--- src/design/comm_ctrl_pkg.sv ---
//----------------------------------------------------------
// Communications controller shared definitions
// Register map, payload types and timing constants
//----------------------------------------------------------
package comm_ctrl_pkg;

  // Payload and address types
  typedef logic [31:0] reg_word_t;              // Host register data
  typedef logic [3:0]  reg_addr_t;              // Host register address
  typedef logic [7:0]  byte_t;                  // FIFO payload

  localparam int unsigned FIFO_AW = 10;         // 1024 entries
  typedef logic [FIFO_AW-1:0] fifo_addr_t;

  localparam logic [15:0] FPGA_VERSION = 16'h0003;

  //----------------------------------------------------------
  // Register map
  //----------------------------------------------------------
  localparam reg_addr_t REG_CTRL       = 4'd0;  // Holds, scratch / board status
  localparam reg_addr_t REG_VERSION    = 4'd1;
  localparam reg_addr_t REG_STATUS     = 4'd2;  // FIFO flags
  localparam reg_addr_t REG_FIFO_CLEAR = 4'd3;
  localparam reg_addr_t REG_FIFO_DATA  = 4'd4;  // Four bytes per write

  //----------------------------------------------------------
  // Timing
  //----------------------------------------------------------
  localparam int unsigned LED_TICK_CYCLES      = 25_000_000; // Heartbeat half period
  localparam int unsigned SEQ_TICK_CYCLES      = 12_500_000; // Sequencer tick
  localparam int unsigned CONFIG_RELEASE_TICKS = 12;
  localparam int unsigned RESET_RELEASE_TICKS  = 14;
  localparam int unsigned LOAD_HOLD_CYCLES     = 60;         // Player load strobe

endpackage

--- src/design/byte_unpacker.sv ---
//----------------------------------------------------------
// Byte unpacker
// Four FIFO pushes per data word, MSB first
//----------------------------------------------------------
`timescale 1ns/1ps

module byte_unpacker
  import comm_ctrl_pkg::*;
(
  input  logic      clk,
  input  logic      reset,
  input  logic      data_strb_i,
  input  reg_word_t data_word_i,
  output logic      push_o,
  output byte_t     push_data_o
);

  reg_word_t  word_q;                   // Latched host word
  logic [6:0] dly_q;                    // Strobe delay chain

  always_ff @(posedge clk)
  begin
    if (reset)
      dly_q <= '0;
    else
      dly_q <= {dly_q[5:0], data_strb_i};
  end

  always_ff @(posedge clk)
  begin
    if (data_strb_i)
      word_q <= data_word_i;
  end

  // Pushes on alternate taps
  assign push_o = dly_q[0] | dly_q[2] | dly_q[4] | dly_q[6];

  always_comb
  begin
    if (dly_q[0])
      push_data_o = word_q[31:24];
    else if (dly_q[2])
      push_data_o = word_q[23:16];
    else if (dly_q[4])
      push_data_o = word_q[15:8];
    else
      push_data_o = word_q[7:0];        // Last tap
  end

  // Host spaces data writes past the whole chain
  a_no_strobe_busy: assert property (@(posedge clk) disable iff (reset)
    data_strb_i |-> (dly_q == '0));

endmodule

--- config.mk ---
export PLATFORM = sky130hd
export DESIGN_NAME = byte_unpacker
export DESIGN_NICKNAME = d
export VERILOG_FILES = /design/src/design/comm_ctrl_pkg.sv /design/src/design/byte_unpacker.sv
export SDC_FILE = /design/constraint.sdc
export NUM_CORES = 1
export LEC_CHECK = 0
export BUFFER_PORTS_ARGS = -buffer_cell sky130_fd_sc_hd__buf_2
export CAP_MARGIN = 15
export CORE_MARGIN = 5
export CORE_UTILIZATION = 35
export CTS_CLUSTER_SIZE = 8
export DETAILED_ROUTE_END_ITERATION = 16
export SLEW_MARGIN = 15
export SYNTH_ARGS = -nofsm -noshare
export SYNTH_HDL_FRONTEND = slang
export SYNTH_SLANG_ARGS = --single-unit
--- constraint.sdc ---
create_clock -name clk -period 2.3 [get_ports clk]
set_input_delay 0.345 -clock clk [delete_from_list [all_inputs] [get_ports clk]]
set_output_delay 0.345 -clock clk [all_outputs]
set_load 0.02 [all_outputs]
==> out/results.ini, run 1 <==
[pwr]
p_int_mw = 1.09
switchingPower_mw = 0.289
p_comb_share_pct = 8.9
power_frac_clock_pct = 30.7
seqPwrFrac_pct = 60.4
p_leak_nw = 0.667
switching_share_pct = 21.0
vdd_drop_max_uv = 456
pwr_density_cell_nw_per_um2 = 769

[yosys]
ys_ff_latch = 39
synth.largest_area_cell = edfxtp_1
syn_nets = 119
avgSynthCellArea_sq_um = 17.2
syn_area_sq_um = 1450
synth-warning-count = 0
synth_top_cells_by_area = edfxtp_1 (66%), dfxtp_1 (9.7%), nor2b_1 (6.0%)
synth_top_area_share_pct = 66.3
seq_area_frac_synth_pct = 76.0
synthDistinctLibCells = 13
syn_inst = 84

[timing]
drv_slew = 0
period_share_pct = 86.2
hold_violations = 0
whs_ns = 0.235
worst_pin_slew_ns = 0.674
timing.slew.headroom_pct = 55.1
finClkSkew_ns = 0.00160
max_freq_ghz = 0.504
setup_tns_ns = 0
fin_crit_ns = 1.98
rsz0062_at_grt = false
setup_violations = 0

[route]
ant_nets = 0
drt_wl_total_um = 2490
post_drt_via_cell_ratio = 4.55
remaining_drc_errors = 0
drtPass1Iterations = 4
dr.first_iter.drc_count = 19
routedWlPerCell_um = 13.6
vias = 832

[grt]
globalRouteMet1Util_pct = 11.5
grt_use_total_pct = 10.1
grt_pass1_vias = 945
use_met3_pct = 4.46
grt_pass1_wl_um = 4110
use_met2_pct = 16.6
antenna_found_initial = 0
grt_start_max_net_pins = 34
grt_overflow = 0
grt.busiest_layer = met2

[clocking]
cts_buffers = 5
cts_tree = yes
htree_levels = 2
cts_sinks = 39
cts-resized-gates = 0
hold_buffers = 0
clk_pin_slew_worst_paths_ns = 0.07
cts_setup_buffers = 0
clk_latency_ns = 0.28
cts_buffer_depth = 2
cts_root_buf = clkbuf_8

[placed_design]
place_hpwl_um = 1780
port_buffers = 43
place_inst = 175
place_congestion = 0.703

[cells_and_area]
regArea_sq_um = 1100
nNetsFinal = 167
diodes = 0
post-route-util_pct = 44.7
final_common_cell = buf_2
synthToLayoutAreaGrowth_pct = 23.4
finalNonFillerCells = 183
drive_gt1_share_pct = 39.1
n_fill_cell = 359
multi_input_area_sq_um = 310
mostFrequentLayoutCells = buf_2 (43), edfxtp_1 (32), nor2b_1 (14), mux2i_1 (8), nor3b_1 (8)

[worst_setup_path]
crit_required_ns = 1.96
ff2ff_setup_slack_ns = 1.37
critPathArrivalTime_ns = 1.64
r2r_start = dly_q[4]
path_cells = mux2i_1, a211oi_1, buf_2
critical_path_buf_inv_count = 1
cp_top_family = flip-flops
slowest_stage = dfxtp_1
ff2ff_path_depth = 1
worstReg2RegEnd = dly_q[5]
cpPeakStageDelay_ns = 0.69
critPathKind = flip-flop to output port
startpoint_type = flip-flop
cp_max_fo = 10
cp-end-kind = output port

[hold_path]
hold_start = data_word_i[5]
hold_path_end = word_q[5]
worstHoldPathCells = 1
hold_class = primary input to flip-flop

[outcome]
outcome = finished clean

[floorplanning]
die_x_um = 74.3
die_h_um = 74.3
io_pins = 44
core_area_sq_um = 4000
die_area_sq_um = 5530
initial_core_util_pct = 36.2
rows = 23

[run]
cap_viol_max_count = 0

registers in the layout, indices dropped and copies added, names as in the netlist:
| register | flops |
|---|---|
| word_q | 32 |
| dly_q | 7 |
layout make-up:
class,count,area share (%)
clock buffers,8,4.48
well taps,50,3.50
flip-flops and latches,39,61.6
repair buffers,45,12.9
multi-input cells,40,17.4
inverters,1,0.210
synth_stat cells, drive strengths merged:
library cell and number:
mux2i 8, a221oi 1, buf 3, edfxtp 32, inv 1, nor3b 8
or4 1, nor2b 14, a211oi 7, nor2 1, clkbuf 1, dfxtp 7
per-layer routing:
metal	routed length, um	part of all wire, %
met1	1050	42
met2	1230	49
met3	181	7.3
met4	35	1.4
met5	0	0
how the worst max path moves through the flow:
stage	from	endpoint	slack, ns	cells past startpoint
after floorplan	dly_q[0]	push_data_o[6]	0.79	4
after global placement	dly_q[4]	push_data_o[7]	0.49	3
after detailed placement	dly_q[4]	push_data_o[0]	0.52	3
after CTS	dly_q[4]	push_data_o[0]	0.20	3
after global routing	dly_q[4]	push_data_o[0]	0.12	3
final	dly_q[4]	push_data_o[0]	0.32	3
logic make-up after synthesis:
logic type	after synthesis	synth area share (%)
flops	39	76.0
simple gates	24	11.2
mux	8	5.53
compound gates	8	4.66
buf+inv	5	2.59
metrics by stage:
step	setup slack [ns]	power, mW	cell area [sq um]
final	0.317	1.38	1790
after global routing	0.115	1.43	1790
after CTS	0.197	1.40	1790
after detailed placement	0.516	0.972	1710
after global placement	0.486	0.970	1710
after floorplan	0.786	0.904	1450
power groups by stage:
stage | logic (mW) | registers [mW] | clock network, mW
after global routing | 0.136 | 0.836 | 0.461
after detailed placement | 0.125 | 0.847 | 0
final | 0.122 | 0.831 | 0.422
after global placement | 0.124 | 0.846 | 0
after CTS | 0.126 | 0.832 | 0.441
after floorplan | 0.0629 | 0.841 | 0
(Power assumes the default switching activity.)
==> run 2: changes to the inputs <==
--- a/config.mk
+++ b/config.mk
@@ -10,6 +10,5 @@
 export CORE_MARGIN = 5
-export CORE_UTILIZATION = 35
+export CORE_UTILIZATION = 40
 export CTS_CLUSTER_SIZE = 8
 export DETAILED_ROUTE_END_ITERATION = 16
-export SLEW_MARGIN = 15
 export SYNTH_ARGS = -nofsm -noshare
==> constraint.sdc (replaced) <==
create_clock -name clk -period 2.3 [get_ports clk]
set_input_delay 0.23 -clock clk [delete_from_list [all_inputs] [get_ports clk]]
set_output_delay 0.23 -clock clk [all_outputs]
set_load 0.02 [all_outputs]
==> run 2 against run 1 <==
Effect of this change: first-iteration DRC count grew 89%; sequential share of layout area grew 0.96 points; sequential cell count is the same; clock skew grew 0.0065 ns; largest power group unchanged; register-to-register slack lost 0.04 ns.
==> out/results.ini, run 2 (same netlist as run 1, synthesis figures left out) <==
[cells_and_area]
reg_top3 = word_q: 32 flops, dly_q: 7 flops
synthToLayoutAreaGrowth_pct = 21.5
mostFrequentLayoutCells = buf_2 (43), edfxtp_1 (32), nor2b_1 (14), mux2i_1 (8), nor3b_1 (8)
largest_reg_flops = 32
nNetsFinal = 168
n_fill_cell = 302
post-route-util_pct = 51.5
diodes = 0
regMostFlops = word_q
regArea_sq_um = 1100
drive_gt1_share_pct = 40.3
final_common_cell = buf_2
multi_input_area_sq_um = 310

[route]
ant_nets = 0
drt_wl_total_um = 2630
remaining_drc_errors = 0
drtPass1Iterations = 4
vias = 828
dr.first_iter.drc_count = 36
routedWlPerCell_um = 14.6
post_drt_via_cell_ratio = 4.60

[run]
cap_viol_max_count = 0

[pwr]
total_power_mw = 1.28
pwr_density_cell_nw_per_um2 = 725
p_comb_share_pct = 9.7
switching_share_pct = 22.4
vdd_drop_max_uv = 364
switchingPower_mw = 0.286
p_leak_nw = 0.662
seqPwrFrac_pct = 65.2
power_frac_clock_pct = 25.1
p_int_mw = 0.991

[floorplanning]
io_pins = 44
initial_core_util_pct = 42.4
rows = 21
die_x_um = 70.2
die_h_um = 70.2
core_area_sq_um = 3420
die_area_sq_um = 4930

[worst_setup_path]
cpPeakStageDelay_ns = 0.70
cp_top_family = flip-flops
critPathKind = flip-flop to output port
worstReg2RegEnd = dly_q[1]
ff2ff_setup_slack_ns = 1.33
ff2ff_path_depth = 2
crit_required_ns = 2.07
critical_path_buf_inv_count = 1
critPathArrivalTime_ns = 1.72
startpoint_type = flip-flop
cp_max_fo = 10
slowest_stage = dfxtp_1
cp-end-kind = output port
path_cells = mux2i_1, a211oi_1, buf_2
critPathLaunch = dly_q[4]
r2r_start = dly_q[0]

[timing]
worst_pin_slew_ns = 0.727
setup_violations = 0
setup_tns_ns = 0
drv_slew = 0
finClkSkew_ns = 0.00812
hold_violations = 0
timing.slew.headroom_pct = 51.5
rsz0062_at_grt = false
fin_crit_ns = 1.95
period_share_pct = 84.6
max_freq_ghz = 0.514

[clocking]
cts_root_buf = clkbuf_4
clk_latency_ns = 0.33
cts_buffer_depth = 2
clk_pin_slew_worst_paths_ns = 0.11
cts_sinks = 39
cts_tree = yes
cts_buffers = 5
htree_levels = 2
hold_buffers = 0
cts-resized-gates = 0
cts_setup_buffers = 0

[grt]
antenna_found_initial = 0
grt_pass1_vias = 920
grt_start_max_net_pins = 34
grt_use_total_pct = 11.5
grt_pass1_wl_um = 4270
grt_overflow = 0

[hold_path]
hold_class = primary input to flip-flop
hold_path_end = word_q[28]
worstHoldPathCells = 1
hold_start = data_word_i[28]

[outcome]
outcome = finished clean

[placed_design]
place_hpwl_um = 1820
port_buffers = 43
place_congestion = 0.665

[run 2: cell type report]
type                    count  area share (%)
clock inverters             1           0.284
well taps                  46            3.27
flip-flops and latches     39            62.5
repair buffers             46            13.5
clock buffers               7            2.56
multi-input cells          40            17.6
inverters                   1           0.213
[run 2: per-stage QoR]
step           hold slack (ns)  setup slack, ns  cell area, sq um  instances
2_1_floorplan            0.302            0.901              1450         84
3_3_place_gp             0.407            0.669              1710        172
3_5_place_dp             0.408            0.677              1710        172
4_1_cts                 0.0414            0.275              1760        180
5_1_grt                 0.0389            0.193              1760        180
6_report                0.0600            0.353              1760        180
[run 2: routing by layer]
metal	wire [um]	GRT usage (%)	vias up
met5	0	0	-
met4	56	6.38	0
met3	207	4.88	7
met2	1170	16.9	31
met1	1200	14.3	375
li1	-	-	415
[run 2: worst reg2reg max path, cell delays in order (launching register included)]
cell	delay (ns)
dfxtp_1	0.54
buf_4	0.24
nor2b_1	0.13
[run 2: worst max-delay path by stage]
stage | end | cells after the start
4_1_cts | push_data_o[2] | 3
3_3_place_gp | push_data_o[0] | 3
3_5_place_dp | push_data_o[2] | 3
2_1_floorplan | push_data_o[6] | 4
6_report | push_data_o[4] | 3
5_1_grt | push_data_o[7] | 3
[run 2: power groups by stage]
| stage | Combinational (mW) | Sequential (mW) | Clock, mW |
|---|---|---|---|
| finish | 0.124 | 0.832 | 0.321 |
| global route | 0.137 | 0.837 | 0.360 |
| CTS | 0.126 | 0.832 | 0.339 |
| detailed placement | 0.126 | 0.848 | 0 |
| global placement | 0.124 | 0.848 | 0 |
| floorplan | 0.0629 | 0.841 | 0 |
