$ cat src/design/comm_ctrl_pkg.sv
//----------------------------------------------------------
// Communications controller shared definitions
// Register map, payload types and timing constants
//----------------------------------------------------------
package comm_ctrl_pkg;

  // Payload and address types
  typedef logic [31:0] reg_word_t;              // Host register data
  typedef logic [3:0]  reg_addr_t;              // Host register address
  typedef logic [7:0]  byte_t;                  // FIFO payload

  localparam int unsigned FIFO_AW = 10;         // 1024 entries
  typedef logic [FIFO_AW-1:0] fifo_addr_t;

  localparam logic [15:0] FPGA_VERSION = 16'h0003;

  //----------------------------------------------------------
  // Register map
  //----------------------------------------------------------
  localparam reg_addr_t REG_CTRL       = 4'd0;  // Holds, scratch / board status
  localparam reg_addr_t REG_VERSION    = 4'd1;
  localparam reg_addr_t REG_STATUS     = 4'd2;  // FIFO flags
  localparam reg_addr_t REG_FIFO_CLEAR = 4'd3;
  localparam reg_addr_t REG_FIFO_DATA  = 4'd4;  // Four bytes per write

  //----------------------------------------------------------
  // Timing
  //----------------------------------------------------------
  localparam int unsigned LED_TICK_CYCLES      = 25_000_000; // Heartbeat half period
  localparam int unsigned SEQ_TICK_CYCLES      = 12_500_000; // Sequencer tick
  localparam int unsigned CONFIG_RELEASE_TICKS = 12;
  localparam int unsigned RESET_RELEASE_TICKS  = 14;
  localparam int unsigned LOAD_HOLD_CYCLES     = 60;         // Player load strobe

endpackage

$ cat src/design/feed_ctrl.sv
//----------------------------------------------------------
// Player feed controller
// Pops one byte per player ready, stretched load strobe
//----------------------------------------------------------
`timescale 1ns/1ps

module feed_ctrl
  import comm_ctrl_pkg::*;
(
  input  logic  clk,
  input  logic  reset,
  input  logic  player_rdy_i,
  input  logic  fifo_empty_i,
  output logic  pop_o,
  input  byte_t pop_data_i,
  output logic  load_o,
  output byte_t load_data_o
);

  localparam int unsigned HW = $clog2(LOAD_HOLD_CYCLES);

  typedef enum logic [2:0] {
    S_IDLE,
    S_POP,                              // Pop issued to FIFO
    S_DATA_WAIT,                        // FIFO read latency
    S_HOLD,                             // Load strobe high
    S_WAIT_NRDY                         // Player must drop ready
  } feed_state_t;

  feed_state_t   state_q;
  logic [HW-1:0] hold_cnt_q;
  logic          rdy_low_q;             // Ready seen low since load
  byte_t         load_data_q;

  always_ff @(posedge clk)
  begin
    if (reset)
    begin
      state_q    <= S_IDLE;
      hold_cnt_q <= '0;
      rdy_low_q  <= 1'b0;
    end
    else
    begin
      if (state_q == S_POP)
        rdy_low_q <= 1'b0;
      else if (!player_rdy_i)
        rdy_low_q <= 1'b1;
      case (state_q)
        S_IDLE:      if (player_rdy_i && !fifo_empty_i) state_q <= S_POP;
        S_POP:       state_q <= fifo_empty_i ? S_IDLE : S_DATA_WAIT;
        S_DATA_WAIT:
        begin
          state_q    <= S_HOLD;
          hold_cnt_q <= '0;
        end
        S_HOLD:
        begin
          hold_cnt_q <= hold_cnt_q + 1'b1;
          if (hold_cnt_q == HW'(LOAD_HOLD_CYCLES - 1))
            state_q <= S_WAIT_NRDY;
        end
        S_WAIT_NRDY: if (rdy_low_q || !player_rdy_i) state_q <= S_IDLE;
        default:     state_q <= S_IDLE;
      endcase
    end
  end

  // Byte held stable for the slow player
  always_ff @(posedge clk)
  begin
    if (state_q == S_DATA_WAIT)
      load_data_q <= pop_data_i;
  end

  assign pop_o       = (state_q == S_POP) & ~fifo_empty_i; // Clear may empty it
  assign load_o      = (state_q == S_HOLD);
  assign load_data_o = load_data_q;

endmodule

$ cat config.mk
export PLATFORM = sky130hd
export DESIGN_NAME = feed_ctrl
export DESIGN_NICKNAME = d
export VERILOG_FILES = /design/src/design/comm_ctrl_pkg.sv /design/src/design/feed_ctrl.sv
export SDC_FILE = /design/constraint.sdc
export NUM_CORES = 1
export LEC_CHECK = 0
export ABC_AREA = 1
export BUFFER_PORTS_ARGS = -buffer_cell sky130_fd_sc_hd__buf_2
export CORE_MARGIN = 4
export CORE_UTILIZATION = 50
export CTS_CLUSTER_DIAMETER = 80
export DETAILED_ROUTE_END_ITERATION = 8
export MAX_ROUTING_LAYER = met4
export PLACE_DENSITY_LB_ADDON = 0.3
export SETUP_SLACK_MARGIN = 0.02
export SYNTH_ARGS = -nofsm -noshare
export SYNTH_HDL_FRONTEND = slang
export SYNTH_SLANG_ARGS = --single-unit
export TNS_END_PERCENT = 10
$ cat constraint.sdc
create_clock -name clk -period 2.55 [get_ports clk]
set_input_delay 0.51 -clock clk [delete_from_list [all_inputs] [get_ports clk]]
set_output_delay 0.51 -clock clk [all_outputs]
set_load 0.005 [all_outputs]
==> impl_metrics.ini, run 1 <==
[status]
status = finished clean

[worst_setup_path]
reg2reg_from = state_q[2]
crit_chain = inv_1, nor4_1, buf_2
cp_num_buf_inv = 2
r2r_setup_slack_ns = 1.03
startpoint_type = flip-flop
r2r-end = load_data_o[0]
arrival_ns = 1.24
r2r_cells = 3
cp_max_fo = 5
crit_family = flip-flops
required_ns = 2.04
max_stage_delay_ns = 0.42
slowest_stage = dfxtp_1
worstSetupEndpointType = output port
worst-setup-path-type = flip-flop to output port
cp_num_cells = 3

[global_routing]
grt_max_degree = 11
grt_overflow = 0
grt_pass1_wl_um = 2594
grtUsageTotal_pct = 17.67
grt_pass1_vias = 618
antenna_found_initial = 0

[yosys]
netlist_instances = 84
avgSynthCellArea_um2 = 9.146
synth_edf_count = 8
netlist-cell-type-count = 18
synthesis.nets = 97
synth-seq-cells = 18
seq_area_frac_synth_pct = 57.33
yosys-top-cells-area = edfxtp_1, dfxtp_1, nand2_1
synthesis.area_um2 = 768.2
synth_top_area_cell = edfxtp_1
synth_top_area_share_pct = 31.27
ys.warnings.count = 0
synth_ff_type = dfxtp_1
async_flop_share_pct = 0

[placed_design]
port_buffers = 21
gp_congestion = 0.7813
dp_hpwl_um = 1196

[route]
drt-met1-wl_um = 686
drt_wl_total_um = 1534
first_pass_iters = 4
ant_nets = 0
routed_via_density = 5.129
wl_met2_um = 701
drc_errors = 0
dr_total_vias = 636
met3_length_um = 98
dr.max_layer_used = met4
wl_per_cell_um = 12.37
drtIter0Drc = 8

[final_layout]
diodes = 0
nets = 123
final_common_cell = buf_2
final_cell_mix = buf_2, nand2_1, inv_1, nand3_1, dfxtp_1
multi_input_area_um2 = 286.5
syn2layout_area_growth_pct = 20.85
drive_gt1_share_pct = 28.44
fill_cells = 124
regArea_um2 = 440.4

[timing]
fmax_mhz = 571.0
slew_headroom_pct = 54.07
final-setup-viol-count = 0
fin_crit_sh_pct = 68.67
worst-slew-pin-transition_ns = 0.6864
drv_slew = 0
final_hold_viol_count = 0
hold_slack_ns = 0.3814
period_needed_ns = 1.751
fin_tns_setup_ns = 0
rsz0062_at_grt = false
finClkSkew_ns = 0.01520

[power_and_ir_drop]
power_leakage_nw = 0.4003
powerDensity_nw_per_um2 = 751.1
power_uw = 697.4
peakVddDrop_mv = 0.4368

[die]
rows = 13
die_w_um = 47.20
ios = 22
initial_core_util_pct = 56.23
coreArea_um2 = 1366
die_h_um = 47.20
die_area_um2 = 2227

[clock_tree]
clock_latency_ns = 0.30
cts_sinks = 18
post_cts_resized = 0
clkSlewWorstSetupHoldPaths_ns = 0.11
hold_buffers = 0
cts_made_buffers = 3
cts_setup_buffers = 0
clk_path_buf_depth = 2
cts_root_buffer = clkbuf_4
htree_levels = 1
cts_tree = done

[hold_path]
whs_endpoint = load_data_o[4]
hold_path.class = primary input to flip-flop
hold_depth = 1
hold_start = pop_data_i[4]

[flow_run]
drv_cap = 0
==> metrics by stage <==
step,setup WS [ns],cell area (um2),cells,util (%)
floorplan,1.246,768.2,84,-
CTS,0.8286,928.4,124,67.95
global route,0.7397,928.4,124,67.95
detailed placement,1.063,892.1,120,65.29
global placement,1.137,892.1,120,65.29
finish,0.7988,928.4,124,67.95
==> worst max path at each step <==
stage / startpoint / end / slack, ns
floorplan: state_q[2] / load_data_o[0] / 1.25
global placement: fifo_empty_i / pop_o / 1.14
detailed placement: state_q[2] / load_data_o[3] / 1.06
CTS: state_q[2] / load_o / 0.83
global route: state_q[2] / load_o / 0.74
finish: state_q[0] / pop_o / 0.80
==> registers in the layout, summed over array words and instances (netlist names) <==
name	flops
state_q	3
rdy_low_q	1
load_data_o	8
hold_cnt_q	6
==> where the power goes <==
part	internal, mW	switching (mW)	leakage [nW]
logic	0.0559	0.102	0.226
registers	0.338	0.0270	0.154
clock network	0.0870	0.0878	0.0210
==> kinds of logic after synthesis <==
group	share of synthesized area [%]
xor+xnor	1.140
simple gates	26.06
buf+inv	5.375
flops	57.33
fa+ha+maj	1.628
compound gates	8.469
==> cell usage after synthesis, types with 2 or more instances <==
cell	number
a21oi_1	7
dfxtp_1	10
edfxtp_1	8
inv_1	10
nand2_1	18
nand3_1	10
nor2_1	7
nor2_4	2
nor3_1	2
o21ai_0	2
==> final cells by class <==
cell class,count,share of cell area (%)
timing repair buffer,21,11.32
tap,15,2.022
clock buffer,4,3.908
inverter,11,4.447
multi-input combinational,55,30.86
sequential,18,47.44
==> layer usage <==
| layer | global-route usage [%] | up-vias |
|---|---|---|
| met4 | 9.945 | 0 |
| met2 | 27.37 | 22 |
| li1 | - | 329 |
| met3 | 3.448 | 7 |
| met1 | 21.28 | 278 |
| met5 | - | - |
Note: power is estimated with default switching activity, not from simulation.
==> run 2: changes to the inputs <==
--- a/config.mk
+++ b/config.mk
@@ -7,8 +7,9 @@
 export LEC_CHECK = 0
 export ABC_AREA = 1
 export BUFFER_PORTS_ARGS = -buffer_cell sky130_fd_sc_hd__buf_2
+export CORE_ASPECT_RATIO = 0.8
 export CORE_MARGIN = 4
-export CORE_UTILIZATION = 50
+export CORE_UTILIZATION = 44
 export CTS_CLUSTER_DIAMETER = 80
 export DETAILED_ROUTE_END_ITERATION = 8
 export MAX_ROUTING_LAYER = met4
==> constraint.sdc (replaced) <==
create_clock -name clk -period 1.5 [get_ports clk]
set_input_delay 0.3 -clock clk [delete_from_list [all_inputs] [get_ports clk]]
set_output_delay 0.3 -clock clk [all_outputs]
set_load 0.005 [all_outputs]
==> impl_metrics.ini, run 2 (synthesis results as in run 1) <==
[placed_design]
gp_congestion = 0.8557
port_buffers = 21
dp_hpwl_um = 1031
place_area_um2 = 908.4

[clock_tree]
cts_tree = done
clkSlewWorstSetupHoldPaths_ns = 0.10
cts_made_buffers = 3
clk_path_buf_depth = 2
htree_levels = 1
cts_root_buffer = clkbuf_4
hold_buffers = 0
cts_sinks = 18
clock_latency_ns = 0.30

[die]
ios = 22
coreArea_um2 = 1643
die_w_um = 54.72
die_area_um2 = 2483
initial_core_util_pct = 46.76
rows = 13
die_h_um = 45.38

[global_routing]
grt_pass1_wl_um = 1973
grt_max_degree = 11
grtUsageTotal_pct = 12.34
antenna_found_initial = 0
grt_pass1_vias = 494
grt_overflow = 0

[timing]
fin_crit_sh_pct = 93.93
worst-slew-pin-transition_ns = 0.2716
finClkSkew_ns = 0.005950
drv_slew = 0
final_hold_viol_count = 0
fmax_mhz = 709.8
fin_tns_setup_ns = 0
period_needed_ns = 1.409
slew_headroom_pct = 81.70
final-setup-viol-count = 0
rsz0062_at_grt = false

[final_layout]
nets = 125
drive_gt1_share_pct = 32.43
final_cell_mix = buf_2, nand2_1, inv_1, nand3_1, edfxtp_1
largest_register_ff_count = 8
syn2layout_area_growth_pct = 24.59
fin_area_um2 = 957.2
final_common_cell = buf_2
diodes = 0
fill_cells = 149

[route]
drt_wl_total_um = 1333
wl_per_cell_um = 10.02
drtIter0Drc = 18
first_pass_iters = 4
routed_via_density = 4.699
drc_errors = 0
dr_total_vias = 625
ant_nets = 0

[power_and_ir_drop]
peakVddDrop_mv = 0.5978
powerDensity_nw_per_um2 = 1198
switchingPower_uw = 359.5
power_leakage_nw = 0.4088
power_frac_clock_pct = 21.1
p_int_uw = 787.5
pwr-share-comb_pct = 23.6
pwr-share-seq_pct = 55.3
swShare_pct = 31.34

[flow_run]
drv_cap = 0

[worst_setup_path]
cp_max_fo = 5
worstSetupEndpointType = output port
crit_chain = inv_1, nor4_2, buf_2
required_ns = 1.20
worst-setup-path-type = flip-flop to output port
arrival_ns = 1.11
slowest_stage = dfxtp_4
startpoint_type = flip-flop
max_stage_delay_ns = 0.37

[status]
status = finished clean

[hold_path]
hold_path.class = primary input to flip-flop
[run 2: cell types whose count changed in the layout (fill, tap and decap cells not counted), sizes merged]
cell,delta
buf,+2
clkbuf,-1
clkinv,+1
[run 2: path summary, 6_finish.rpt]
check / from / end / slack, ns / depth (start not counted)
worst max-delay path: state_q[0] / pop_o / 0.09 / 3
worst max register to register: hold_cnt_q[0] / state_q[2] / 0.33 / 7
worst min-delay path: pop_data_i[4] / load_data_o[4] / 0.17 / 1
worst min register to register: hold_cnt_q[4] / hold_cnt_q[4] / 0.48 / 2
[run 2: layer usage]
metal	global-route usage, %	vias to the layer above	part of all wire [%]
met1	14.79	264	45
met3	7.213	4	13
met2	15.80	24	40
li1	-	333	-
met4	6.965	0	1.5
met5	-	-	0
[run 2: timing repair]
item	4_1_cts	5_1_grt
pin swaps	1	1
buffers inserted	1	0
endpoints found under the setup margin	2	2
resized for setup	2	4
[run 2: area by class of cell]
type                    instances  area [um2]  share of cell area, %
clock inverters                 1       3.754                 0.3922
clock buffers                   3       22.52                  2.353
well taps                      22       27.53                  2.876
flip-flops and latches         18       446.7                  46.67
inverters                      11       43.79                  4.575
repair buffers                 23       120.1                  12.55
multi-input cells              55       292.8                  30.59
[run 2: power groups by stage]
| stage | Sequential, mW | Clock [mW] | Combinational [mW] |
|---|---|---|---|
| 2_1_floorplan | 0.625 | 0 | 0.181 |
| 3_3_place_gp | 0.627 | 0 | 0.262 |
| 3_5_place_dp | 0.628 | 0 | 0.262 |
| 4_1_cts | 0.621 | 0.249 | 0.270 |
| 5_1_grt | 0.640 | 0.279 | 0.305 |
| 6_report | 0.634 | 0.243 | 0.270 |
[run 2: critical path: cells and delay by family, from the launching register on]
family,cells,cell delay [ns]
flops,1,0.37
simple gates,1,0.17
buf+inv,2,0.26
[run 2: per-stage QoR]
step	power, mW	instances	hold WS, ns	setup WS (ns)	util (%)
finish	1.147	133	0.1739	0.09112	58.26
global route	1.224	133	0.1506	0.03627	58.26
CTS	1.141	133	0.1691	0.02176	57.81
detailed placement	0.8906	128	0.4735	0.2757	55.29
global placement	0.8886	128	0.4777	0.3181	55.29
floorplan	0.8060	84	0.3691	0.1957	-
==> run 3: changes to the inputs <==
--- a/config.mk
+++ b/config.mk
@@ -14,7 +14,7 @@
 export DETAILED_ROUTE_END_ITERATION = 8
 export MAX_ROUTING_LAYER = met4
 export PLACE_DENSITY_LB_ADDON = 0.3
-export SETUP_SLACK_MARGIN = 0.02
+export SETUP_SLACK_MARGIN = 0.1
 export SYNTH_ARGS = -nofsm -noshare
 export SYNTH_HDL_FRONTEND = slang
 export SYNTH_SLANG_ARGS = --single-unit
==> impl_metrics.ini, run 3 (synthesis results as in run 1) <==
[status]
status = finished clean

[worst_setup_path]
cp_max_fo = 5
arrival_ns = 1.09
worst-setup-path-type = flip-flop to output port
worstSetupEndpointType = output port
required_ns = 1.20
startpoint_type = flip-flop

[timing]
worst_slack_ns = 0.1139
final-setup-viol-count = 0
rsz0062_at_grt = true
fin_crit_sh_pct = 92.41
final_hold_viol_count = 0
fmax_mhz = 721.4
finClkSkew_ns = 0.001420
fin_tns_setup_ns = 0
drv_slew = 0
hold_slack_ns = 0.1798
period_needed_ns = 1.386
slew_headroom_pct = 81.13
worst-slew-pin-transition_ns = 0.2801

[global_routing]
grtUsageTotal_pct = 12.56
grt_pass1_vias = 515
grt_pass1_wl_um = 2021
grt_max_degree = 11
antenna_found_initial = 0
grt_overflow = 0

[clock_tree]
hold_buffers = 0
cts_made_buffers = 3
htree_levels = 1
cts_tree = done
cts_root_buffer = clkbuf_4
cts_sinks = 18
clock_latency_ns = 0.29
clk_path_buf_depth = 2
clkSlewWorstSetupHoldPaths_ns = 0.09

[die]
die_w_um = 54.72
coreArea_um2 = 1643
die_h_um = 45.38
die_area_um2 = 2483
rows = 13
initial_core_util_pct = 46.76
ios = 22

[placed_design]
dp_hpwl_um = 1031
place_area_um2 = 908.4
gp_congestion = 0.8557
dpl.cell_count = 128
port_buffers = 21
post-place-ws_ns = 0.2757

[power_and_ir_drop]
power_leakage_nw = 0.4193
power_mw = 1.217
powerDensity_nw_per_um2 = 1224
peakVddDrop_mv = 0.6214

[final_layout]
nets = 127
final_cell_mix = buf_2, nand2_1, nand3_1
fill_cells = 148
diodes = 0
largest_register_ff_count = 8
drive_gt1_share_pct = 34.51
utilization_pct = 60.55
stdcell_count = 135
syn2layout_area_growth_pct = 29.48
fin_area_um2 = 994.7
final_common_cell = buf_2

[hold_path]
hold_path.class = primary input to flip-flop

[route]
routed_via_density = 4.704
drt_wl_total_um = 1411
drc_errors = 0
first_pass_iters = 4
wl_per_cell_um = 10.45
ant_nets = 0
drtIter0Drc = 15
dr_total_vias = 635

[flow_run]
drv_cap = 0
-- run 3: routing by layer --
metal  track usage [%]  up-vias  wire length, um  part of all wire [%]
li1                  -      341                -                     -
met1             14.61      269              636                    45
met2             16.75       21              593                    42
met3             7.213        4              163                    12
met4             6.965        0               19                   1.3
met5                 -        -                0                     0
-- run 3: cell type report --
class | instances | area (um2) | share of cell area (%)
Clock inverter | 1 | 3.754 | 0.3774
Tap cell | 22 | 27.53 | 2.767
Timing Repair Buffer | 25 | 135.1 | 13.58
Clock buffer | 3 | 22.52 | 2.264
Sequential cell | 18 | 449.2 | 45.16
Multi-Input combinational cell | 55 | 310.3 | 31.20
Inverter | 11 | 46.29 | 4.654
-- run 3: final timing paths --
kind / cells past startpoint / to / slack (ns) / from
max: 2 / pop_o / 0.11 / state_q[2]
min: 1 / load_data_o[4] / 0.18 / pop_data_i[4]
max reg2reg: 7 / state_q[2] / 0.33 / hold_cnt_q[0]
min reg2reg: 2 / hold_cnt_q[4] / 0.48 / hold_cnt_q[4]
-- run 3: power breakdown --
group | leakage (nW) | total [mW] | switching, mW | internal (mW)
Combinational | 0.248 | 0.341 | 0.197 | 0.145
Sequential | 0.155 | 0.644 | 0.0590 | 0.585
Clock | 0.0154 | 0.232 | 0.135 | 0.0968
-- run 3: critical path, cell delays in order (launching register included) --
cell	delay, ns
dfxtp_4	0.39
nor4_4	0.26
buf_2	0.15
-- run 3: repair_timing --
| action | in CTS | in global routing |
|---|---|---|
| hold endpoints to repair | 0 | 0 |
| pin swaps | 1 | 1 |
| setup buffers | 2 | 1 |
| setup endpoints to repair | 2 | 2 |
| resized for setup | 6 | 5 |
| gates cloned | 0 | 0 |
