[src/design/comm_ctrl_pkg.sv]
//----------------------------------------------------------
// Communications controller shared definitions
// Register map, payload types and timing constants
//----------------------------------------------------------
package comm_ctrl_pkg;

  // Payload and address types
  typedef logic [31:0] reg_word_t;              // Host register data
  typedef logic [3:0]  reg_addr_t;              // Host register address
  typedef logic [7:0]  byte_t;                  // FIFO payload

  localparam int unsigned FIFO_AW = 10;         // 1024 entries
  typedef logic [FIFO_AW-1:0] fifo_addr_t;

  localparam logic [15:0] FPGA_VERSION = 16'h0003;

  //----------------------------------------------------------
  // Register map
  //----------------------------------------------------------
  localparam reg_addr_t REG_CTRL       = 4'd0;  // Holds, scratch / board status
  localparam reg_addr_t REG_VERSION    = 4'd1;
  localparam reg_addr_t REG_STATUS     = 4'd2;  // FIFO flags
  localparam reg_addr_t REG_FIFO_CLEAR = 4'd3;
  localparam reg_addr_t REG_FIFO_DATA  = 4'd4;  // Four bytes per write

  //----------------------------------------------------------
  // Timing
  //----------------------------------------------------------
  localparam int unsigned LED_TICK_CYCLES      = 25_000_000; // Heartbeat half period
  localparam int unsigned SEQ_TICK_CYCLES      = 12_500_000; // Sequencer tick
  localparam int unsigned CONFIG_RELEASE_TICKS = 12;
  localparam int unsigned RESET_RELEASE_TICKS  = 14;
  localparam int unsigned LOAD_HOLD_CYCLES     = 60;         // Player load strobe

endpackage

[src/design/startup_sequencer.sv]
//----------------------------------------------------------
// Target power-up sequencer
// Releases config, then logic reset, after counted ticks
//----------------------------------------------------------
`timescale 1ns/1ps

module startup_sequencer
  import comm_ctrl_pkg::*;
(
  input  logic clk,
  input  logic reset,
  input  logic tick_i,
  input  logic hold_config_i,           // Host override holds config low
  input  logic hold_reset_i,            // Host override holds reset low
  output logic target_config_n_o,
  output logic target_reset_n_o
);

  localparam int unsigned TW = $clog2(RESET_RELEASE_TICKS + 1);

  typedef enum logic [1:0] {
    S_HOLD_ALL,                         // Both lines held
    S_CONFIG_REL,                       // Config released
    S_RUNNING                           // Both released
  } seq_state_t;

  seq_state_t    state_q;
  logic [TW-1:0] tick_cnt_q;
  logic [TW-1:0] tick_cnt_nxt;

  assign tick_cnt_nxt = tick_cnt_q + 1'b1;

  always_ff @(posedge clk)
  begin
    if (reset)
    begin
      state_q    <= S_HOLD_ALL;
      tick_cnt_q <= '0;
    end
    else if (tick_i && state_q != S_RUNNING)
    begin
      tick_cnt_q <= tick_cnt_nxt;       // Counting stops once running
      if (state_q == S_HOLD_ALL && tick_cnt_nxt == TW'(CONFIG_RELEASE_TICKS))
        state_q <= S_CONFIG_REL;
      else if (state_q == S_CONFIG_REL && tick_cnt_nxt == TW'(RESET_RELEASE_TICKS))
        state_q <= S_RUNNING;
    end
  end

  // Host holds gate the sequenced levels
  assign target_config_n_o = (state_q != S_HOLD_ALL) & ~hold_config_i;
  assign target_reset_n_o  = (state_q == S_RUNNING)  & ~hold_reset_i;

  // Logic reset only released past the config release count
  a_reset_after_config: assert property (@(posedge clk) disable iff (reset)
    (state_q == S_RUNNING) |-> (tick_cnt_q > TW'(CONFIG_RELEASE_TICKS)));

endmodule

[config.mk]
export PLATFORM = sky130hd
export DESIGN_NAME = startup_sequencer
export DESIGN_NICKNAME = d
export VERILOG_FILES = /design/src/design/comm_ctrl_pkg.sv /design/src/design/startup_sequencer.sv
export SDC_FILE = /design/constraint.sdc
export NUM_CORES = 1
export LEC_CHECK = 0
export BUFFER_PORTS_ARGS = -buffer_cell sky130_fd_sc_hd__clkbuf_2
export CAP_MARGIN = 40
export CORE_AREA = 3 3 40 42
export DETAILED_ROUTE_END_ITERATION = 8
export DIE_AREA = 0 0 43 45
export GPL_TIMING_DRIVEN = 1
export PLACE_DENSITY = 0.49
export SYNTH_ARGS = -nofsm -noshare
export SYNTH_HDL_FRONTEND = slang
export SYNTH_SLANG_ARGS = --single-unit
[constraint.sdc]
create_clock -name clk -period 3.5 [get_ports clk]
set_clock_uncertainty 0.2 [all_clocks]
set_input_delay 0.175 -clock clk [delete_from_list [all_inputs] [get_ports clk]]
set_output_delay 0.175 -clock clk [all_outputs]
set_load 0.02 [all_outputs]
==> flow_summary.toml, run 1 <==
[cts]
ctsLongestPathBuffers = 2
insertion_delay_ns = 0.24
cts_tree = "built"
h-tree-depth = 1
clock-sinks = 6
cts_inserted_buffers = 3
post_cts_buffers = 0
ctsRootBufferMaster = "clkbuf_4"
path_clk_slew_ns = 0.05

[floorplanning]
pin_count = 7
die_h_um = 45
fp.dieW_um = 43
core_sq_um = 1280
rows = 13
floorplan.initialDensity_pct = 31.9
dieArea_sq_um = 1940

[sta]
period_share_pct = 48.4
final.setup.worst_slack_ns = 1.80
tightest_slew_ns = 0.296
finalSetupTns_ns = 0
grt_setup_unrepaired = "false"
drv_slew = 0
layout_min_cycle_time_ns = 1.70
setup_viol = 0
hold_viol_final = 0
relSlewSlack_pct = 80.2
max_freq_mhz = 590

[worst_hold_path]
hp-class = "primary input to flop"
worstHoldStart = "tick_i"
hold_path_end = "tick_cnt_q[1]$_SDFFE_PP0P_"
hold_depth = 2

[logic_synthesis]
synthAdderAreaFrac_pct = 9.15
yosysUniqueCellTypes = 26
syn_inst = 49
synth_compound_area_share_pct = 13.4
synth_top_family_by_area = "simple AND/OR/NAND/NOR gates"
synth_xor_area_share_pct = 8.54
syn_area_per_cell_sq_um = 8.38
synth_seq_cells = 6
synth.area.top_cells = "dfxtp_1, ha_1, xor2_1"
seq_area_frac_synth_pct = 29.3
synth_simple_gate_area_share_pct = 32.6
yosys.area.top_type = "dfxtp_1"
synth_area_sq_um = 410
synth_top_area_share_pct = 29.3
ys_warn_count = 0
synth_mux_area_share_pct = 0
synth.net_count = 57

[global_routing]
grt_pass1_vias = 321
grtUsageTotal_pct = 10.0
antenna_found_initial = 0
grt_max_degree = 11
overflow = 0
grt_first_pass_wirelength_um = 1420

[worst_setup_path]
rr_endpoint = "state_q[0]$_SDFFE_PP0P_"
critical_path_required_ns = 3.43
critPathCaptureType = "flop"
reg2reg_slack_ns = 1.80
cp-start-kind = "flop"
critPathArrivalTime_ns = 1.63
r2r_start = "tick_cnt_q[0]$_SDFFE_PP0P_"
cp_max_fo = 7
ff2ff_path_depth = 5
critPathKind = "flop to flop"

[route]
wire_per_inst_um = 11.4
num_vias = 352
first_pass_iters = 4
drc_errors = 0
ant_nets = 0
drt_iter0_markers = 8
wl_um = 809
viasPerCell = 4.96

[power_and_ir_drop]
irDropWorstVdd_mv = 0.196
leakage_nw = 0.190
power.total_uw = 158
powerDensity_nw_per_um2 = 335

[layout]
layout.cells.non_filler = 71
drive_above_1_share_pct = 19.6
area_growth_pct = 14.6
nNetsFinal = 66
antenna_cells = 0
layout_common_cells = "nor2_1, clkbuf_2, dfxtp_1"
filler_cell_count = 140

[placement]
pre_cts_slack_ns = 1.80
gp_congestion = 0.691
dp_cells = 67
io_buffers = 6
dp_hpwl_um = 587

[job]
drv_cap = 0

[status]
status = "finished, final reports clean"
-- area by class of cell --
class                           count  area [sq um]  area share, %
Sequential cell                     6           120           25.5
Inverter                            2          7.51           1.60
Timing Repair Buffer                7          40.0           8.51
Clock buffer                        3          22.5           4.79
Tap cell                           15          18.8           3.99
Multi-Input combinational cell     38           262           55.6
-- logic make-up (layout without fill, tap and decap cells) --
kind of cell               Yosys count  in the layout
xor gates and xnor gates             4              4
buffers and inverters                5             12
AOI/OAI and AO/OA                    8              8
adders and majority gates            3              3
and+or+nand+nor                     23             23
DFF                                  6              6
-- how the worst max path moves through the flow --
| stage | from | depth (start not counted) | to | slack [ns] |
|---|---|---|---|---|
| floorplan | tick_cnt_q[0]$_SDFFE_PP0P_ | 5 | state_q[0]$_SDFFE_PP0P_ | 1.96 |
| global placement | tick_cnt_q[0]$_SDFFE_PP0P_ | 5 | state_q[0]$_SDFFE_PP0P_ | 1.83 |
| detailed placement | tick_cnt_q[0]$_SDFFE_PP0P_ | 5 | state_q[0]$_SDFFE_PP0P_ | 1.80 |
| CTS | tick_cnt_q[0]$_SDFFE_PP0P_ | 5 | state_q[0]$_SDFFE_PP0P_ | 1.79 |
| global route | tick_cnt_q[0]$_SDFFE_PP0P_ | 5 | state_q[0]$_SDFFE_PP0P_ | 1.70 |
| finish | tick_cnt_q[0]$_SDFFE_PP0P_ | 5 | state_q[0]$_SDFFE_PP0P_ | 1.80 |
-- critical path, cell delays in order (launching register included) --
cell	delay, ns
dfxtp_1	0.42
ha_1	0.32
nand4b_1	0.14
nor3b_2	0.19
a21oi_1	0.06
a32o_1	0.25
-- state kept, by name (all words and copies together), names as in the netlist --
name and count:
state_q 2, tick_cnt_q 4
-- report_power, final --
part | total, mW | switching [mW] | internal (mW)
logic | 0.0178 | 0.00957 | 0.00819
registers | 0.0755 | 0.00431 | 0.0712
clock network | 0.0646 | 0.0257 | 0.0388
-- metrics by stage --
stage / instance area [sq um] / hold slack [ns] / util (%)
2_1_floorplan: 410 / 0.0441 / -
3_3_place_gp: 438 / 0.244 / 34.1
3_5_place_dp: 438 / 0.247 / 34.1
4_1_cts: 470 / 0.0729 / 36.6
5_1_grt: 470 / 0.126 / 36.6
6_report: 470 / 0.0984 / 36.6
-- layer usage --
layer  global-route usage, %  vias up  part of all wire [%]
met5                       0        -                     0
met4                    3.61        0                     0
met3                    4.78        0                   5.9
met2                    15.9       11                    44
met1                    11.9      154                    50
li1                        -      187                     -
-- what timing repair did --
item	CTS	global route
hold buffers	1	0
resized for setup	0	0
endpoints found under the hold margin	5	0
-- Yosys cell counts --
| cell type | instances |
|---|---|
| a21oi_1 | 3 |
| a311oi_1 | 1 |
| a31oi_1 | 1 |
| a32o_1 | 1 |
| and2_1 | 1 |
| and4_1 | 1 |
| and4b_1 | 1 |
| buf_2 | 1 |
| buf_6 | 1 |
| clkbuf_2 | 1 |
| dfxtp_1 | 6 |
| ha_1 | 3 |
| inv_1 | 2 |
| nand2_1 | 4 |
| nand2b_1 | 2 |
| nand3_1 | 1 |
| nand4_1 | 2 |
| nand4b_1 | 2 |
| nor2_1 | 6 |
| nor2b_1 | 1 |
| nor3_1 | 1 |
| nor3b_2 | 1 |
| o21ai_2 | 1 |
| o22ai_1 | 1 |
| xnor2_1 | 1 |
| xor2_1 | 3 |
(Power assumes the default switching activity.)
==> inputs of run 2 (changes only) <==
- ABC_AREA: default -> 1
- clock period: 3.5 -> 1.5 ns (I/O delays scaled with it)
==> run 2 against run 1 <==
- die area unchanged
- non-clock buffer count increased by 3
- largest power group unchanged
- synthesized cell count increased by 16%
- combinational power increased to 3.2 times the previous value
- sequential cell count unchanged
- first-iteration DRC count increased by 38%
- total power increased by 140%
- worst hold slack improved by 0.10 ns
- clock-buffer cell count unchanged
==> flow_summary.toml, run 2 <==
[logic_synthesis]
synth.net_count = 65
synth-edff-count = 0
syn_inst = 57
yosysMostFrequentCell = "nand2_1"
synth_area_sq_um = 388
synth_top_area_share_pct = 31.0
yosys.area.top_type = "dfxtp_1"
yosysUniqueCellTypes = 14
yosys-top-cells-count = "nand2_1, inv_1, dfxtp_1, nor2_1, a21oi_1"
synth_seq_cells = 6
synth-main-ff-cell = "dfxtp_1"
synth.area.top_cells = "dfxtp_1, nand2_1, ha_1"
seq_area_frac_synth_pct = 31.0
ys_warn_count = 0
async_flop_share_pct = 0
syn_area_per_cell_sq_um = 6.80

[cts]
h-tree-depth = 1
insertion_delay_ns = 0.25
post_cts_buffers = 0
cts_inserted_buffers = 3
ctsLongestPathBuffers = 2
clock-sinks = 6
path_clk_slew_ns = 0.05
cts_tree = "built"
ctsRootBufferMaster = "clkbuf_4"

[layout]
antenna_cells = 0
nNetsFinal = 80
top_register = "tick_cnt_q"
area_growth_pct = 29.4
largest_reg_flops = 4
final_area_sq_um = 502
reg_top3 = "tick_cnt_q (4), state_q (2)"
drive_above_1_share_pct = 35.7
layout_commonest_cell = "nand2_1"
layout_common_cells = "nand2_1, inv_1, nor2_1, clkbuf_2, a21oi_1"

[route]
wire_per_inst_um = 9.25
drt_iter0_markers = 11
drc_errors = 0
num_vias = 366
viasPerCell = 4.31
ant_nets = 0
first_pass_iters = 2
wl_um = 786

[floorplanning]
core_sq_um = 1280
die_h_um = 45
fp.dieW_um = 43
rows = 13
dieArea_sq_um = 1940
floorplan.initialDensity_pct = 30.2
pin_count = 7

[sta]
drv_slew = 0
hold_viol_final = 0
period_share_pct = 92.4
setup_viol = 0
max_freq_mhz = 722
layout_min_cycle_time_ns = 1.39
relSlewSlack_pct = 85.7
tightest_slew_ns = 0.214
timing.hold.ws_ns = 0.203

[global_routing]
grtUsageTotal_pct = 9.92
grt_pass1_vias = 324
antenna_found_initial = 0
overflow = 0
grt_first_pass_wirelength_um = 1320
grt_max_degree = 7

[worst_setup_path]
crit_chain = "ha_2 > inv_1 > nand2_2 > nand2_2 > nor2_4 > nand3_2 > nand2_1 > inv_1 > nor2_1"
cp-start-kind = "flop"
critPathKind = "flop to flop"
critPathCaptureType = "flop"
cp_max_fo = 6
reg2reg_slack_ns = 0.11
critPathSlowestCell = "dfxtp_2"
critPathArrivalTime_ns = 1.37
max_stage_delay_ns = 0.37
critical_path_required_ns = 1.48

[worst_hold_path]
hp-class = "primary input to output port"

[power_and_ir_drop]
powerDensity_nw_per_um2 = 768
irDropWorstVdd_mv = 0.342
leakage_nw = 0.232

[placement]
io_buffers = 6
placed_cell_area_sq_um = 452
gp_congestion = 0.726
dp_hpwl_um = 581

[status]
status = "finished, final reports clean"

[job]
drv_cap = 0
-- run 2: changes by cell type after synthesis, sizes merged, moves of 2 or more --
cell    previous run  this run
nand2b             2         0
buf                2         0
nand2              4        16
o21ai              1         4
nand3              1         3
a21oi              3         5
xor2               3         0
nand4b             2         0
inv                2        11
-- run 2: final timing paths --
check,start,to,cells past startpoint
hold reg to reg,tick_cnt_q[0]$_SDFFE_PP0P_,tick_cnt_q[0]$_SDFFE_PP0P_,1
setup / recovery,tick_cnt_q[0]$_SDFFE_PP0P_,state_q[0]$_SDFFE_PP0P_,9
hold / removal,hold_config_i,target_config_n_o,3
setup reg to reg,tick_cnt_q[0]$_SDFFE_PP0P_,state_q[0]$_SDFFE_PP0P_,9
-- run 2: repair_timing --
item	4_1_cts	5_1_grt
hold buffers	2	0
gates resized for setup	0	4
endpoints found under the setup margin	0	2
hold endpoints to repair	6	0
-- run 2: stage by stage --
stage	setup TNS (ns)	instances	worst slack (ns)	total power, mW	utilization (%)
final	0	85	0.114	0.385	39.0
after global routing	-0.00165	85	-0.00165	0.412	39.0
after CTS	0	85	0.0310	0.391	38.5
after detailed placement	0	80	0.0466	0.231	35.2
after global placement	0	80	0.0719	0.230	35.2
after floorplan	0	57	0.136	0.210	-
-- run 2: cell type report --
| cell class | count | area, sq um |
|---|---|---|
| fill | 139 | 783 |
| sequential | 6 | 123 |
| tap | 15 | 18.8 |
| inverter | 11 | 41.3 |
| clock buffer | 3 | 22.5 |
| multi-input combinational | 40 | 231 |
| timing repair buffer | 10 | 65.1 |
-- run 2: power by group --
part | total [mW] | internal, mW | switching, mW
Combinational | 0.0573 | 0.0274 | 0.0299
Clock | 0.151 | 0.0906 | 0.0604
Sequential | 0.177 | 0.168 | 0.00872
Total | 0.385 | 0.286 | 0.0991
-- run 2: kinds of logic (layout without fill, tap and decap cells) --
| kind of cell | after synthesis | in the layout | share of synthesized area, % |
|---|---|---|---|
| buffers and inverters | 11 | 24 | 10.6 |
| flip-flops | 6 | 6 | 31.0 |
| adder cells (fa/ha/maj) | 3 | 3 | 9.68 |
| AO/OA/AOI/OAI | 9 | 9 | 11.6 |
| AND/OR/NAND/NOR | 28 | 28 | 37.1 |
-- run 2: worst max-delay path: cells and delay by family, from the launching register on --
family	cells	cell delay [ns]
flops	1	0.37
simple gates	6	0.46
fa+ha+maj	1	0.21
buf+inv	2	0.09
-- run 2: layer usage --
metal	wire, um	track usage [%]	vias to the layer above
met5	0	0	-
met4	27	10.8	0
met3	39	3.59	4
met2	336	14.7	8
met1	383	10.4	149
li1	-	-	205
==> inputs of run 3 (changes only) <==
- BUFFER_PORTS_ARGS: -buffer_cell sky130_fd_sc_hd__clkbuf_2 -> default
- DONT_BUFFER_PORTS: default -> 1
- PLACE_DENSITY: 0.49 -> 0.44
==> run 3 against run 2 <==
- setup slack improved by 0.025 ns
- non-clock buffer count decreased by 6
- largest cell class unchanged
- first-iteration DRC count shrank 73%
- sequential cell count is the same
- maximum frequency is 1.9% higher
- critical path depth did not move
- worst hold slack got worse by 0.17 ns
- sequential power about the same
- utilization is 2.7 points lower
- highest routed layer unchanged
- clock-buffer cell count did not move
- total power down 0.38%
==> flow_summary.toml, run 3 (same netlist as run 2, synthesis figures left out) <==
[status]
status = "finished, final reports clean"

[sta]
finalSetupTns_ns = 0
max_freq_mhz = 735
tightest_slew_ns = 0.379
drv_slew = 0
layout_min_cycle_time_ns = 1.36
setup_viol = 0
hold_viol_final = 0
grt_setup_unrepaired = "false"
final.setup.worst_slack_ns = 0.140
timing.hold.ws_ns = 0.0315
relSlewSlack_pct = 74.6
period_share_pct = 90.7

[job]
drv_cap = 0

[placement]
gp_congestion = 0.709
dp_cells = 74
pre_cts_slack_ns = 0.0876
io_buffers = 0
dp_hpwl_um = 542
placed_cell_area_sq_um = 422

[cts]
insertion_delay_ns = 0.25
cts_inserted_buffers = 3
post_cts_buffers = 0
path_clk_slew_ns = 0.05
h-tree-depth = 1
ctsLongestPathBuffers = 2
ctsRootBufferMaster = "clkbuf_4"
clock-sinks = 6
cts_tree = "built"

[layout]
drive_above_1_share_pct = 26.6
top_register = "tick_cnt_q"
final_area_sq_um = 467
layout_common_cells = "nand2_1, inv_1, nor2_1"
antenna_cells = 0
reg_top3 = "tick_cnt_q (4), state_q (2)"
largest_reg_flops = 4
area_growth_pct = 20.3
layout.cells.non_filler = 79
layout_commonest_cell = "nand2_1"
nNetsFinal = 74
final_core_util_pct = 36.3

[worst_setup_path]
critPathKind = "flop to flop"
cp_max_fo = 4
rr_endpoint = "state_q[0]$_SDFFE_PP0P_"
reg2reg_slack_ns = 0.14
critPathCaptureType = "flop"
ff2ff_path_depth = 9
r2r_start = "tick_cnt_q[0]$_SDFFE_PP0P_"
critical_path_required_ns = 1.49
worstSetupStartpoint = "tick_cnt_q[0]$_SDFFE_PP0P_"
worstSetupEndpoint = "state_q[0]$_SDFFE_PP0P_"
critPathArrivalTime_ns = 1.35
cp-start-kind = "flop"

[route]
first_pass_iters = 2
viasPerCell = 4.47
wire_per_inst_um = 9.18
drt_iter0_markers = 3
drc_errors = 0
num_vias = 353
wl_um = 725
ant_nets = 0

[global_routing]
grt_first_pass_wirelength_um = 1240
overflow = 0
antenna_found_initial = 0
grtUsageTotal_pct = 9.58
grt_pass1_vias = 312
grt_max_degree = 7

[power_and_ir_drop]
irDropWorstVdd_mv = 0.315
powerDensity_nw_per_um2 = 822
power.total_uw = 384
leakage_nw = 0.211

[floorplanning]
dieArea_sq_um = 1940
floorplan.initialDensity_pct = 30.2
fp.dieW_um = 43
pin_count = 7
rows = 13
core_sq_um = 1280
die_h_um = 45

[worst_hold_path]
hp-class = "primary input to output port"
[run 3: final cells by class]
cell class	count	area, sq um
fillers	145	818
flip-flops and latches	6	123
inverters	11	41.3
clock buffers	3	22.5
multi-input cells	40	226
repair buffers	4	35.0
well taps	15	18.8
[run 3: repair_timing]
action	4_1_cts	5_1_grt
hold buffers	2	0
gates resized for setup	0	2
hold endpoints to repair	6	0
setup endpoints to repair	0	1
[run 3: worst min path at each step]
stage,to,slack (ns),cells after the start,startpoint
floorplan,tick_cnt_q[2]$_SDFFE_PP0P_,-0.05,1,reset
global placement,tick_cnt_q[2]$_SDFFE_PP0P_,-0.05,1,reset
detailed placement,tick_cnt_q[2]$_SDFFE_PP0P_,-0.05,1,reset
CTS,target_config_n_o,0.03,1,hold_config_i
finish,target_config_n_o,0.03,1,hold_config_i
global route,target_config_n_o,0.04,1,hold_config_i
[run 3: critical path, stage by stage, from the launching register on]
cell	delay, ns
dfxtp_2	0.36
ha_1	0.19
inv_1	0.07
nand2_2	0.07
nand2_2	0.05
nor2_4	0.10
nand3_2	0.09
nand2_1	0.06
inv_1	0.03
nor2_1	0.08
[run 3: per-layer routing]
metal / routed length [um] / GRT usage [%] / part of all wire, %
met3: 45 / 3.59 / 6.2
met4: 31 / 10.8 / 4.3
met5: 0 / 0 / 0
met2: 266 / 12.9 / 37
met1: 382 / 10.9 / 53
[run 3: where the power goes]
part	total (mW)	switching (mW)	leakage (nW)	internal, mW
Clock	0.156	0.0655	0.0138	0.0910
Combinational	0.0513	0.0280	0.148	0.0233
Sequential	0.176	0.00800	0.0496	0.168
